--- config.mk ---
export PLATFORM = sky130hd
export DESIGN_NAME = decodeStage
export DESIGN_NICKNAME = d
export VERILOG_FILES = /design/src/hdl/rvIsaPkg.sv /design/src/hdl/decodePkg.sv /design/src/hdl/decodeStage.sv /design/src/hdl/decodeIssue.sv /design/src/hdl/immGenerator.sv /design/src/hdl/opDecoder.sv
export VERILOG_INCLUDE_DIRS = /design/src /design/src/include
export SDC_FILE = /design/constraint.sdc
export NUM_CORES = 1
export LEC_CHECK = 0
export BUFFER_PORTS_ARGS = -buffer_cell sky130_fd_sc_hd__buf_2
export CORE_MARGIN = 1.5
export CORE_UTILIZATION = 59
export DETAILED_ROUTE_END_ITERATION = 7
export GPL_TIMING_DRIVEN = 1
export PLACE_DENSITY = 0.79
export SLEW_MARGIN = 20
export SYNTH_ARGS = -nofsm -noshare
export SYNTH_HDL_FRONTEND = slang
export SYNTH_SLANG_ARGS = --single-unit
--- constraint.sdc ---
create_clock -name clk -period 8.6 [get_ports clk]
set_input_delay 1.72 -clock clk [delete_from_list [all_inputs] [get_ports clk]]
set_output_delay 1.72 -clock clk [all_outputs]
set_load 0.02 [all_outputs]
--- src/include/rvEncodings.svh ---
`ifndef RV_ENCODINGS_SVH
`define RV_ENCODINGS_SVH

// Major opcodes of the base integer ISA
localparam logic [6:0] OPC_LUI    = 7'b0110111;
localparam logic [6:0] OPC_AUIPC  = 7'b0010111;
localparam logic [6:0] OPC_JAL    = 7'b1101111;
localparam logic [6:0] OPC_JALR   = 7'b1100111;
localparam logic [6:0] OPC_BRANCH = 7'b1100011;
localparam logic [6:0] OPC_LOAD   = 7'b0000011;
localparam logic [6:0] OPC_STORE  = 7'b0100011;
localparam logic [6:0] OPC_OP_IMM = 7'b0010011;
localparam logic [6:0] OPC_OP     = 7'b0110011;

localparam logic [2:0] F3_JALR = 3'b000;

localparam logic [2:0] F3_BEQ  = 3'b000;
localparam logic [2:0] F3_BNE  = 3'b001;
localparam logic [2:0] F3_BLT  = 3'b100;
localparam logic [2:0] F3_BGE  = 3'b101;
localparam logic [2:0] F3_BLTU = 3'b110;
localparam logic [2:0] F3_BGEU = 3'b111;

// Loads and stores share the size encoding
localparam logic [2:0] F3_BYTE  = 3'b000;
localparam logic [2:0] F3_HALF  = 3'b001;
localparam logic [2:0] F3_WORD  = 3'b010;
localparam logic [2:0] F3_BYTEU = 3'b100;
localparam logic [2:0] F3_HALFU = 3'b101;

// ALU operations, for both the register and the immediate forms
localparam logic [2:0] F3_ADD  = 3'b000;
localparam logic [2:0] F3_SLL  = 3'b001;
localparam logic [2:0] F3_SLT  = 3'b010;
localparam logic [2:0] F3_SLTU = 3'b011;
localparam logic [2:0] F3_XOR  = 3'b100;
localparam logic [2:0] F3_SR   = 3'b101;
localparam logic [2:0] F3_OR   = 3'b110;
localparam logic [2:0] F3_AND  = 3'b111;

localparam logic [6:0] F7_BASE = 7'b0000000;
localparam logic [6:0] F7_ALT  = 7'b0100000;

`endif
--- src/hdl/rvIsaPkg.sv ---
package rvIsaPkg;

    `include "rvEncodings.svh"

    typedef logic [4:0] regName_t;

    // One instruction word seen through each of the six base formats
    typedef union packed {
        struct packed {
            logic [6:0] funct7;
            regName_t   rs2;
            regName_t   rs1;
            logic [2:0] funct3;
            regName_t   rd;
            logic [6:0] opcode;
        } rType;
        struct packed {
            logic [11:0] imm;
            regName_t    rs1;
            logic [2:0]  funct3;
            regName_t    rd;
            logic [6:0]  opcode;
        } iType;
        struct packed {
            logic [6:0] immHi;
            regName_t   rs2;
            regName_t   rs1;
            logic [2:0] funct3;
            logic [4:0] immLo;
            logic [6:0] opcode;
        } sType;
        struct packed {
            logic       imm12;
            logic [5:0] imm10to5;
            regName_t   rs2;
            regName_t   rs1;
            logic [2:0] funct3;
            logic [3:0] imm4to1;
            logic       imm11;
            logic [6:0] opcode;
        } bType;
        struct packed {
            logic [19:0] imm;
            regName_t    rd;
            logic [6:0]  opcode;
        } uType;
        struct packed {
            logic       imm20;
            logic [9:0] imm10to1;
            logic       imm11;
            logic [7:0] imm19to12;
            regName_t   rd;
            logic [6:0] opcode;
        } jType;
    } rvInstr_t;

    // Internal operation codes where OP_NOP also covers every unsupported encoding
    typedef enum logic [5:0] {
        OP_NOP,
        OP_LUI, OP_AUIPC, OP_JAL, OP_JALR,
        OP_BEQ, OP_BNE, OP_BLT, OP_BGE, OP_BLTU, OP_BGEU,
        OP_LB, OP_LH, OP_LW, OP_LBU, OP_LHU,
        OP_SB, OP_SH, OP_SW,
        OP_ADDI, OP_SLTI, OP_SLTIU, OP_XORI, OP_ORI, OP_ANDI,
        OP_SLLI, OP_SRLI, OP_SRAI,
        OP_ADD, OP_SUB, OP_SLL, OP_SLT, OP_SLTU,
        OP_XOR, OP_SRL, OP_SRA, OP_OR, OP_AND
    } rvOp_t;

endpackage

--- src/hdl/decodePkg.sv ---
package decodePkg;

    // What the fetch unit hands over for each instruction
    typedef struct packed {
        rvIsaPkg::rvInstr_t instr;
        logic [31:0]        pc;
        logic               predJump;
    } fetchPkt_t;

    // Decoded instruction on its way to dispatch
    typedef struct packed {
        rvIsaPkg::rvOp_t    op;
        rvIsaPkg::regName_t rs1;
        rvIsaPkg::regName_t rs2;
        rvIsaPkg::regName_t rd;
        logic [31:0]        imm;
        logic [31:0]        pc;
        logic               predJump;
    } decodedPkt_t;

endpackage

--- src/hdl/decodeStage.sv ---
module decodeStage #(
    parameter int QUEUE_DEPTH      = 4,
    parameter int DISPATCH_CREDITS = 2
) (
    input  logic                   clk,
    input  logic                   rst,
    input  logic                   fetchValid,
    input  decodePkg::fetchPkt_t   fetchPkt,
    output logic                   fetchCredit,
    output logic                   issueValid,
    output decodePkg::decodedPkt_t issuePkt,
    input  logic                   dispatchCredit
);
    import rvIsaPkg::*;

    rvOp_t       op;
    logic [31:0] imm;

    // Both decoders look at the same word in parallel
    opDecoder i_opDecoder (
        .instr (fetchPkt.instr),
        .op    (op)
    );

    immGenerator i_immGenerator (
        .instr (fetchPkt.instr),
        .imm   (imm)
    );

    decodeIssue #(
        .QUEUE_DEPTH      (QUEUE_DEPTH),
        .DISPATCH_CREDITS (DISPATCH_CREDITS)
    ) i_decodeIssue (
        .clk            (clk),
        .rst            (rst),
        .fetchValid     (fetchValid),
        .fetchPkt       (fetchPkt),
        .op             (op),
        .imm            (imm),
        .fetchCredit    (fetchCredit),
        .issueValid     (issueValid),
        .issuePkt       (issuePkt),
        .dispatchCredit (dispatchCredit)
    );

endmodule

--- src/hdl/decodeIssue.sv ---
module decodeIssue #(
    parameter int QUEUE_DEPTH      = 4,
    parameter int DISPATCH_CREDITS = 2
) (
    input  logic                   clk,
    input  logic                   rst,
    input  logic                   fetchValid,
    input  decodePkg::fetchPkt_t   fetchPkt,
    input  rvIsaPkg::rvOp_t        op,
    input  logic [31:0]            imm,
    output logic                   fetchCredit,
    output logic                   issueValid,
    output decodePkg::decodedPkt_t issuePkt,
    input  logic                   dispatchCredit
);
    import decodePkg::*;

    localparam int PTR_W    = (QUEUE_DEPTH > 1) ? $clog2(QUEUE_DEPTH) : 1;
    localparam int CNT_W    = $clog2(QUEUE_DEPTH + 1);
    localparam int CREDIT_W = $clog2(DISPATCH_CREDITS + 1);

    decodedPkt_t         queueMem [QUEUE_DEPTH];
    decodedPkt_t         newPkt;
    logic [PTR_W-1:0]    wrPtr;
    logic [PTR_W-1:0]    rdPtr;
    logic [CNT_W-1:0]    count;
    logic [CREDIT_W-1:0] creditCnt;
    logic                queueEmpty;
    logic                loadSlot;
    logic                pushQueue;
    logic                popQueue;

    function automatic logic [PTR_W-1:0] nextPtr(input logic [PTR_W-1:0] ptr);
        if (ptr == PTR_W'(QUEUE_DEPTH - 1)) begin
            return '0;
        end
        return ptr + 1'b1;
    endfunction

    always_comb begin
        newPkt.op       = op;
        newPkt.rs1      = fetchPkt.instr.rType.rs1;
        newPkt.rs2      = fetchPkt.instr.rType.rs2;
        newPkt.rd       = fetchPkt.instr.rType.rd;
        newPkt.imm      = imm;
        newPkt.pc       = fetchPkt.pc;
        newPkt.predJump = fetchPkt.predJump;
    end

    assign queueEmpty = (count == '0);
    assign loadSlot   = (creditCnt != '0) && (!queueEmpty || fetchValid);
    // An empty queue lets the incoming packet go straight to the issue slot
    assign pushQueue  = fetchValid && !(loadSlot && queueEmpty);
    assign popQueue   = loadSlot && !queueEmpty;

    always_ff @(posedge clk) begin
        if (pushQueue) begin
            queueMem[wrPtr] <= newPkt;
        end
        if (loadSlot) begin
            issuePkt <= queueEmpty ? newPkt : queueMem[rdPtr];
        end
    end

    always_ff @(posedge clk) begin
        if (rst) begin
            wrPtr      <= '0;
            rdPtr      <= '0;
            count      <= '0;
            creditCnt  <= CREDIT_W'(DISPATCH_CREDITS);
            issueValid <= 1'b0;
        end else begin
            if (pushQueue) begin
                wrPtr <= nextPtr(wrPtr);
            end
            if (popQueue) begin
                rdPtr <= nextPtr(rdPtr);
            end
            if (pushQueue && !popQueue) begin
                count <= count + 1'b1;
            end else if (popQueue && !pushQueue) begin
                count <= count - 1'b1;
            end
            // A credit returned in the same cycle as one is spent leaves the count alone
            if (loadSlot && !dispatchCredit) begin
                creditCnt <= creditCnt - 1'b1;
            end else if (dispatchCredit && !loadSlot) begin
                creditCnt <= creditCnt + 1'b1;
            end
            issueValid <= loadSlot;
        end
    end

    // Every issue frees exactly one entry on the fetch side
    assign fetchCredit = issueValid;

endmodule

--- src/hdl/immGenerator.sv ---
module immGenerator (
    input  rvIsaPkg::rvInstr_t instr,
    output logic [31:0]        imm
);
    import rvIsaPkg::*;

    logic [31:0] immI;
    logic [31:0] immS;
    logic [31:0] immB;
    logic [31:0] immJ;
    logic [31:0] immU;
    logic        isShift;

    assign immI = {{20{instr.iType.imm[11]}}, instr.iType.imm};
    assign immS = {{20{instr.sType.immHi[6]}}, instr.sType.immHi, instr.sType.immLo};
    assign immB = {{19{instr.bType.imm12}}, instr.bType.imm12, instr.bType.imm11,
                   instr.bType.imm10to5, instr.bType.imm4to1, 1'b0};
    assign immJ = {{11{instr.jType.imm20}}, instr.jType.imm20, instr.jType.imm19to12,
                   instr.jType.imm11, instr.jType.imm10to1, 1'b0};
    assign immU = {instr.uType.imm, 12'b0};

    assign isShift = (instr.iType.funct3 == F3_SLL) || (instr.iType.funct3 == F3_SR);

    always_comb begin
        case (instr.rType.opcode)
            OPC_JALR, OPC_LOAD: imm = immI;
            OPC_OP_IMM: begin
                // Shifts carry an unsigned shift amount instead of a signed value
                if (isShift) begin
                    imm = {27'b0, instr.iType.imm[4:0]};
                end else begin
                    imm = immI;
                end
            end
            OPC_STORE:          imm = immS;
            OPC_BRANCH:         imm = immB;
            OPC_JAL:            imm = immJ;
            OPC_LUI, OPC_AUIPC: imm = immU;
            default:            imm = '0;
        endcase
    end

endmodule

--- src/hdl/opDecoder.sv ---
module opDecoder (
    input  rvIsaPkg::rvInstr_t instr,
    output rvIsaPkg::rvOp_t    op
);
    import rvIsaPkg::*;

    logic [6:0] opcode;
    logic [2:0] funct3;
    logic [6:0] funct7;
    logic       altBit;

    assign opcode = instr.rType.opcode;
    assign funct3 = instr.rType.funct3;
    assign funct7 = instr.rType.funct7;
    // Bit 30 of the word separates SUB from ADD and SRA from SRL
    assign altBit = funct7[5];

    always_comb begin
        op = OP_NOP;
        case (opcode)
            OPC_LUI:   op = OP_LUI;
            OPC_AUIPC: op = OP_AUIPC;
            OPC_JAL:   op = OP_JAL;
            OPC_JALR: begin
                if (funct3 == F3_JALR) begin
                    op = OP_JALR;
                end
            end
            OPC_BRANCH: begin
                case (funct3)
                    F3_BEQ:  op = OP_BEQ;
                    F3_BNE:  op = OP_BNE;
                    F3_BLT:  op = OP_BLT;
                    F3_BGE:  op = OP_BGE;
                    F3_BLTU: op = OP_BLTU;
                    F3_BGEU: op = OP_BGEU;
                    default: op = OP_NOP;
                endcase
            end
            OPC_LOAD: begin
                case (funct3)
                    F3_BYTE:  op = OP_LB;
                    F3_HALF:  op = OP_LH;
                    F3_WORD:  op = OP_LW;
                    F3_BYTEU: op = OP_LBU;
                    F3_HALFU: op = OP_LHU;
                    default:  op = OP_NOP;
                endcase
            end
            OPC_STORE: begin
                case (funct3)
                    F3_BYTE: op = OP_SB;
                    F3_HALF: op = OP_SH;
                    F3_WORD: op = OP_SW;
                    default: op = OP_NOP;
                endcase
            end
            OPC_OP_IMM: begin
                case (funct3)
                    F3_ADD:  op = OP_ADDI;
                    F3_SLT:  op = OP_SLTI;
                    F3_SLTU: op = OP_SLTIU;
                    F3_XOR:  op = OP_XORI;
                    F3_OR:   op = OP_ORI;
                    F3_AND:  op = OP_ANDI;
                    // Shift amounts only use 5 bits so the upper field must be clean
                    F3_SLL: begin
                        if (funct7 == F7_BASE) begin
                            op = OP_SLLI;
                        end
                    end
                    F3_SR: begin
                        if (funct7 == F7_BASE) begin
                            op = OP_SRLI;
                        end else if (funct7 == F7_ALT) begin
                            op = OP_SRAI;
                        end
                    end
                    default: op = OP_NOP;
                endcase
            end
            OPC_OP: begin
                case (funct3)
                    F3_ADD: op = altBit ? OP_SUB : OP_ADD;
                    F3_SR:  op = altBit ? OP_SRA : OP_SRL;
                    F3_SLL: begin
                        if (!altBit) begin
                            op = OP_SLL;
                        end
                    end
                    F3_SLT: begin
                        if (!altBit) begin
                            op = OP_SLT;
                        end
                    end
                    F3_SLTU: begin
                        if (!altBit) begin
                            op = OP_SLTU;
                        end
                    end
                    F3_XOR: begin
                        if (!altBit) begin
                            op = OP_XOR;
                        end
                    end
                    F3_OR: begin
                        if (!altBit) begin
                            op = OP_OR;
                        end
                    end
                    F3_AND: begin
                        if (!altBit) begin
                            op = OP_AND;
                        end
                    end
                    default: op = OP_NOP;
                endcase
            end
            default: op = OP_NOP;
        endcase
    end

endmodule

* Yosys cells after proc, flatten, opt, wreduce, memory -nomap -nowiden
Memory sizes are Yosys's and may differ from the RTL's. A register that Yosys moved wholly into a read port is not among the register bits. Index checks and enable logic that the tools add are counted.
Word-level totals: bits of input ports 69, bits in registers 96, bits in writable memories 344, logic and storage cells 101, output and inout port bits 88, memories kept 1
Cells by class: $add $sub $neg 6, reduce and logical (&&, ||, !) cells 24, equality and inequality tests 19, muxes and demuxes 39
Memory list:
- i_decodeIssue.queueMem | depth 4, bits a word 86, read ports 1, clocked after Yosys merged registers in 1, write ports 1, line decodeIssue.sv:22 | decodedPkt_t queueMem [QUEUE_DEPTH];
Operators with widths (count):
- 32-bit case mux with 6 select lines | 1
- 6-bit case mux with 8 select lines | 2
- 86-bit 2-to-1 mux | 1
- 6-bit case mux with 9 select lines | 1
- 32-bit 2-to-1 mux | 1
- 6-bit 2-to-1 mux | 5
- 7-bit by 6-bit == test with 1-bit output, second input constant | 4
- 4-bit case mux with 6 select lines | 1
- 7-bit == test, second input constant | 3
- 5-bit 2-to-1 mux | 4
- 4-bit case mux with 5 select lines | 1
- 2-bit 2-to-1 mux | 8
- 5-bit case mux with 3 select lines | 1
- 7-bit by 5-bit == test with 1-bit output, second input constant | 2
- 3-bit == test, second input constant | 4
- 1-bit 2-to-1 mux | 10
- 3-bit 2-to-1 mux | 3
- 1-bit logical AND | 8
- 7-bit by 2-bit == test with 1-bit output, second input constant | 1
- 7-bit logical NOT | 1
- 2-bit by 1-bit adder with 2-bit output, second input constant | 3
- 3-bit by 2-bit == test with 1-bit output, second input constant | 2
- 1-bit logical NOT | 6
- 3-bit logical NOT | 2
- 8 further kinds | 13

* Logic depth before layout (Yosys ltp)
depth after elaboration 11, depth in mapped cells 10, depth with buffers taken out 8

* Hierarchy
A second synthesis with hierarchy kept.
Second synthesis, totals: cells, all modules 1045, area total of the unflattened synthesis 17885.9 um^2
Modules (own cells, without submodules):
- decodeIssue | cells an instance 876, area each 16717.3 um^2, sequential area each 13152.6 um^2, times used 1
- opDecoder | cells an instance 106, area each 719.4 um^2, sequential area each 0.0 um^2, times used 1
- immGenerator | cells an instance 63, area each 449.2 um^2, sequential area each 0.0 um^2, times used 1

* Worst setup path before layout
OpenSTA, ideal clock, no wires.
path type input -> register, start point input fetchValid, end point register i_decodeIssue.creditCnt[1], setup time 0.132 ns, buffers on the path 0, stages 5, path slack 1.736 ns, arrival 6.732 ns, data required time 8.468 ns, cell sequence nor2_1 nor2_1 ha_1 o21ai_0 or3b_2
On the way: cells in the longest elaborated chain, start to end 5, elaborated cells between the ends (all ways) 7, those cells by class 1 x mux; 6 x reduce/logical
RTL lines:
- start, declared | line decodeStage.sv:7 | input logic fetchValid,
- 1-bit logical OR * | line decodeIssue.sv:51 | assign loadSlot = (creditCnt != '0) && (!queueEmpty || fetchValid);
- 1-bit logical AND * | line decodeIssue.sv:51
- net i_decodeIssue.loadSlot | line decodeIssue.sv:29 | logic loadSlot;
- 1-bit logical NOT | line decodeIssue.sv:87 | end else if (dispatchCredit && !loadSlot) begin
- 1-bit logical AND | line decodeIssue.sv:87
- 2-bit nonzero test (no line)
- end signal, assigned | line decodeIssue.sv:70 | creditCnt <= CREDIT_W'(DISPATCH_CREDITS);
- end signal, assigned | line decodeIssue.sv:86 | creditCnt <= creditCnt - 1'b1;
- end signal, assigned | line decodeIssue.sv:88 | creditCnt <= creditCnt + 1'b1;
- end, declared | line decodeIssue.sv:27 | logic [CREDIT_W-1:0] creditCnt;
Mark *: on every way through the listed nets, which the timed path passes. The rest lies on a longest branch. A chain may end at the register's enable or synchronous reset.

* Final worst setup path
start point input fetchPkt[38] (netlist name), end point register, netlist name i_decodeIssue.issuePkt[63]
On the way: cells in the longest elaborated chain, start to end 4, elaborated cells between the ends (all ways) 12, those cells by class 8 x eq/ne; 2 x mux; 2 x reduce/logical
RTL lines:
- start, declared | line decodeStage.sv:8 | input decodePkg::fetchPkt_t fetchPkt,
- 7-bit by 6-bit == test with 1-bit output, or another cell as far along | line immGenerator.sv:25 | case (instr.rType.opcode)
- 2-bit OR reduction | line immGenerator.sv:25
- 32-bit case mux with 6 select lines * | line immGenerator.sv:25
- 86-bit 2-to-1 mux * | line decodeIssue.sv:61 | issuePkt <= queueEmpty ? newPkt : queueMem[rdPtr];
Mark *: on every way between the ends. The rest lies on a longest branch, timed or not.

==> flow_metrics.tcl <==
set metrics [dict create \
    outcome "complete, no violations" \
    grt_pass1_wl_um 56000 \
    clockBufferDepth 3 \
    dp_hpwl_um 21200 \
    worst_path_max_delay_cell "nand2_1" \
    fin_tns_setup_ns 0 \
    cts_sinks 442 \
    use_met1 0.355 \
    cts_buffers 44 \
    crit_path_end_kind "register" \
    grt_max_degree 78 \
    post_cts_buffers 0 \
    async_reset_ff_frac 0 \
    hold_class "reg -> reg" \
    arrival_ns 3.81 \
    grt_antenna_before_repair 0 \
    slew_headroom 0.307 \
    cp_data_required_time_ns 8.95 \
    synth_area_per_cell_um2 17.6 \
    p_leak_nw 7.29 \
    p_int_mw 4.89 \
    clk_pin_slew_ns 0.06 \
    worst_pin_slew_ns 1.04 \
    dr.pass1.iters 6 \
    place_inst 1500 \
    cp_max_fo 25 \
    seq_area_um2 13200 \
    num_rows 63 \
    synth_cells 1001 \
    total_power_mw 7.04 \
    synth_edf_count 430 \
    syn_nets 1078 \
    syn2layout_area_growth_pct 14.9 \
    slowest_delay_ns 0.57 \
    grt_usage 0.243 \
    initial_utilization 0.596 \
    synth.distinct_cells 61 \
    seqPwrFrac 0.453 \
    ios 157 \
    path_class "in -> reg" \
    grt_pass1_vias 9727 \
    rsz0062_at_grt "no" \
    maxCapViolations 0 \
    grt-ovfl-total 0 \
    ys_seq_area_frac 0.746 \
    root_buffer "clkbuf_16" \
    num_vias 9620 \
    nFillCells 1901 \
    comb_power_share 0.269 \
    die_area_um2 30900 \
    post-place-ws_ns 4.65 \
    irDropWorstVdd_mv 0.520 \
    synth_area_um2 17600 \
    cp_cell_sequence "buf_2 -> and3b_1 -> nand4_1 -> o221ai_2 -> nand2_1 -> a31oi_1" \
    p_sw_frac 0.306 \
    clkPwrFrac 0.278 \
    final_cell_mix "edfxtp_1 (430), nand2_1 (187), buf_2 (156)" \
    cts_tree "built" \
    die_y_um 176 \
    hold_viol 0 \
    switching_power_mw 2.15 \
    drt_iter0_drc 1065 \
    core_um2 29600 \
    routabilityCongestion 0.959 \
    ys_seq_elements 442 \
    fin_worst_skew_ns 0.00996 \
    routed_wl_um 36500 \
    grt_busiest_layer "met2" \
    insertion_delay_ns 0.53 \
    start_kind "input pin" \
    setup_ws_ns 5.14 \
    drive_gt1_frac 0.295 \
    antenna_left 0 \
    routed_via_density 6.09 \
    mostFrequentLayoutCell "edfxtp_1" \
    met3_usage 0.0431 \
    fin_crit_ns 3.46 \
    n_antenna_cell 0 \
    multiInputGateArea_um2 4240 \
    grt_use_met2 0.385 \
    synth_flop_cell "edfxtp_1" \
    dieWidth_um 176 \
    final.period_utilization 0.403 \
    drc 0 \
    drt-wirelength-per-cell_um 23.1 \
    cts_resized 0 \
    fin_hold_ws_ns 0.518 \
    fmaxAchievable_mhz 289 \
    drv_slew 0 \
    h-tree-depth 2 \
    setup_violations 0 \
    fin_nets 1233 \
    synth_warnings 0 \
    power_density_nw_per_um2 348 \
    hold_buffers 0 \
    portBuffers 156 \
    stdcell_count 1579 \
]
[cells in the mapped netlist (all sizes together), types with 2 or more instances]
master   count  share of area
nor3         8         0.0026
and3b        2        0.00099
a21oi       14         0.0040
nand2b       6         0.0021
a2bb2oi      2        0.00099
o21a         2        0.00085
o22ai        2        0.00071
nand3        3        0.00085
nand4b       2        0.00099
edfxtp     430           0.73
dfxtp       12          0.014
xor2         4         0.0020
clkbuf      27         0.0057
a22o         4         0.0020
and2        14         0.0050
nor2        40         0.0085
o21ai       12         0.0034
o221ai       2         0.0013
a21o         2        0.00085
ha           7         0.0050
a31oi       14         0.0050
inv          6         0.0013
o211ai       3         0.0013
mux2i        2         0.0011
a21boi       2        0.00085
a22oi        3         0.0013
nor2b       11         0.0039
o2bb2ai      8         0.0040
a211o        2        0.00099
buf         30         0.0079
mux2        22          0.014
xnor2        2        0.00099
mux4        86           0.11
nand2      187          0.040
and3         4         0.0014
or3          5         0.0018
[metrics by stage]
stage	utilization	instance area, um2
2_1_floorplan	-	17600
3_3_place_gp	0.635	18800
3_5_place_dp	0.635	18800
4_1_cts	0.685	20300
5_1_grt	0.685	20300
6_report	0.685	20300
[cell families (layout without fill, tap and decap cells)]
kind of cell             Yosys count  count (layout)  share of synthesized area
XOR/XNOR                           6               6                    0.00298
adder cells (fa/ha/maj)            8               8                    0.00610
AND/OR/NAND/NOR                  291             291                     0.0725
buffers and inverters             63             251                     0.0149
AO/OA/AOI/OAI                     81              81                     0.0324
multiplexers                     110             110                      0.125
flip-flops                       442             442                      0.746
[critical path: cells and delay by family]
family                 cells  cell delay, ns
AOI/OAI and AO/OA          2            0.59
buffers and inverters      1            0.38
and+or+nand+nor            3            1.11
[power groups by stage]
| stage | clock, mW | combinational, mW | sequential (mW) |
|---|---|---|---|
| final | 1.96 | 1.89 | 3.19 |
| after global routing | 2.07 | 2.05 | 3.23 |
| after CTS | 1.99 | 1.92 | 3.20 |
| after detailed placement | 0 | 1.91 | 3.23 |
| after global placement | 0 | 1.87 | 3.22 |
| after floorplan | 0 | 1.12 | 3.41 |
[flip-flops by register name, indices dropped and copies added (netlist names), named ones only]
name and cells:
i_decodeIssue.count 3, i_decodeIssue.fetchCredit 1, i_decodeIssue.queueMem 344, i_decodeIssue.wrPtr 2, i_decodeIssue.issuePkt 86, i_decodeIssue.creditCnt 2
i_decodeIssue.rdPtr 2
[final timing paths]
kind / startpoint / endpoint / slack (ns) / cells past startpoint
worst min-delay path: i_decodeIssue.count[2]$_SDFFE_PP0P_ / i_decodeIssue.count[2]$_SDFFE_PP0P_ / 0.52 / 2
worst min register to register: i_decodeIssue.count[2]$_SDFFE_PP0P_ / i_decodeIssue.count[2]$_SDFFE_PP0P_ / 0.52 / 2
worst max-delay path: fetchPkt[38] / i_decodeIssue.issuePkt[63]$_DFFE_PP_ / 5.14 / 6
worst max register to register: register / i_decodeIssue.issuePkt[84]$_DFFE_PP_ / 5.58 / 3
[layout make-up]
cell class              count  share of cell area
flip-flops and latches    442               0.650
multi-input cells         496               0.209
clock buffers              51              0.0567
repair buffers            166              0.0423
well taps                 390              0.0241
clock inverters            28              0.0166
inverters                   6             0.00111
[metal layers]
metal	wire, um	up-vias
met4	777	0
met2	17700	472
met5	0	-
li1	-	4205
met3	2970	64
met1	15100	4879
Power figures use the tool's default switching activity.
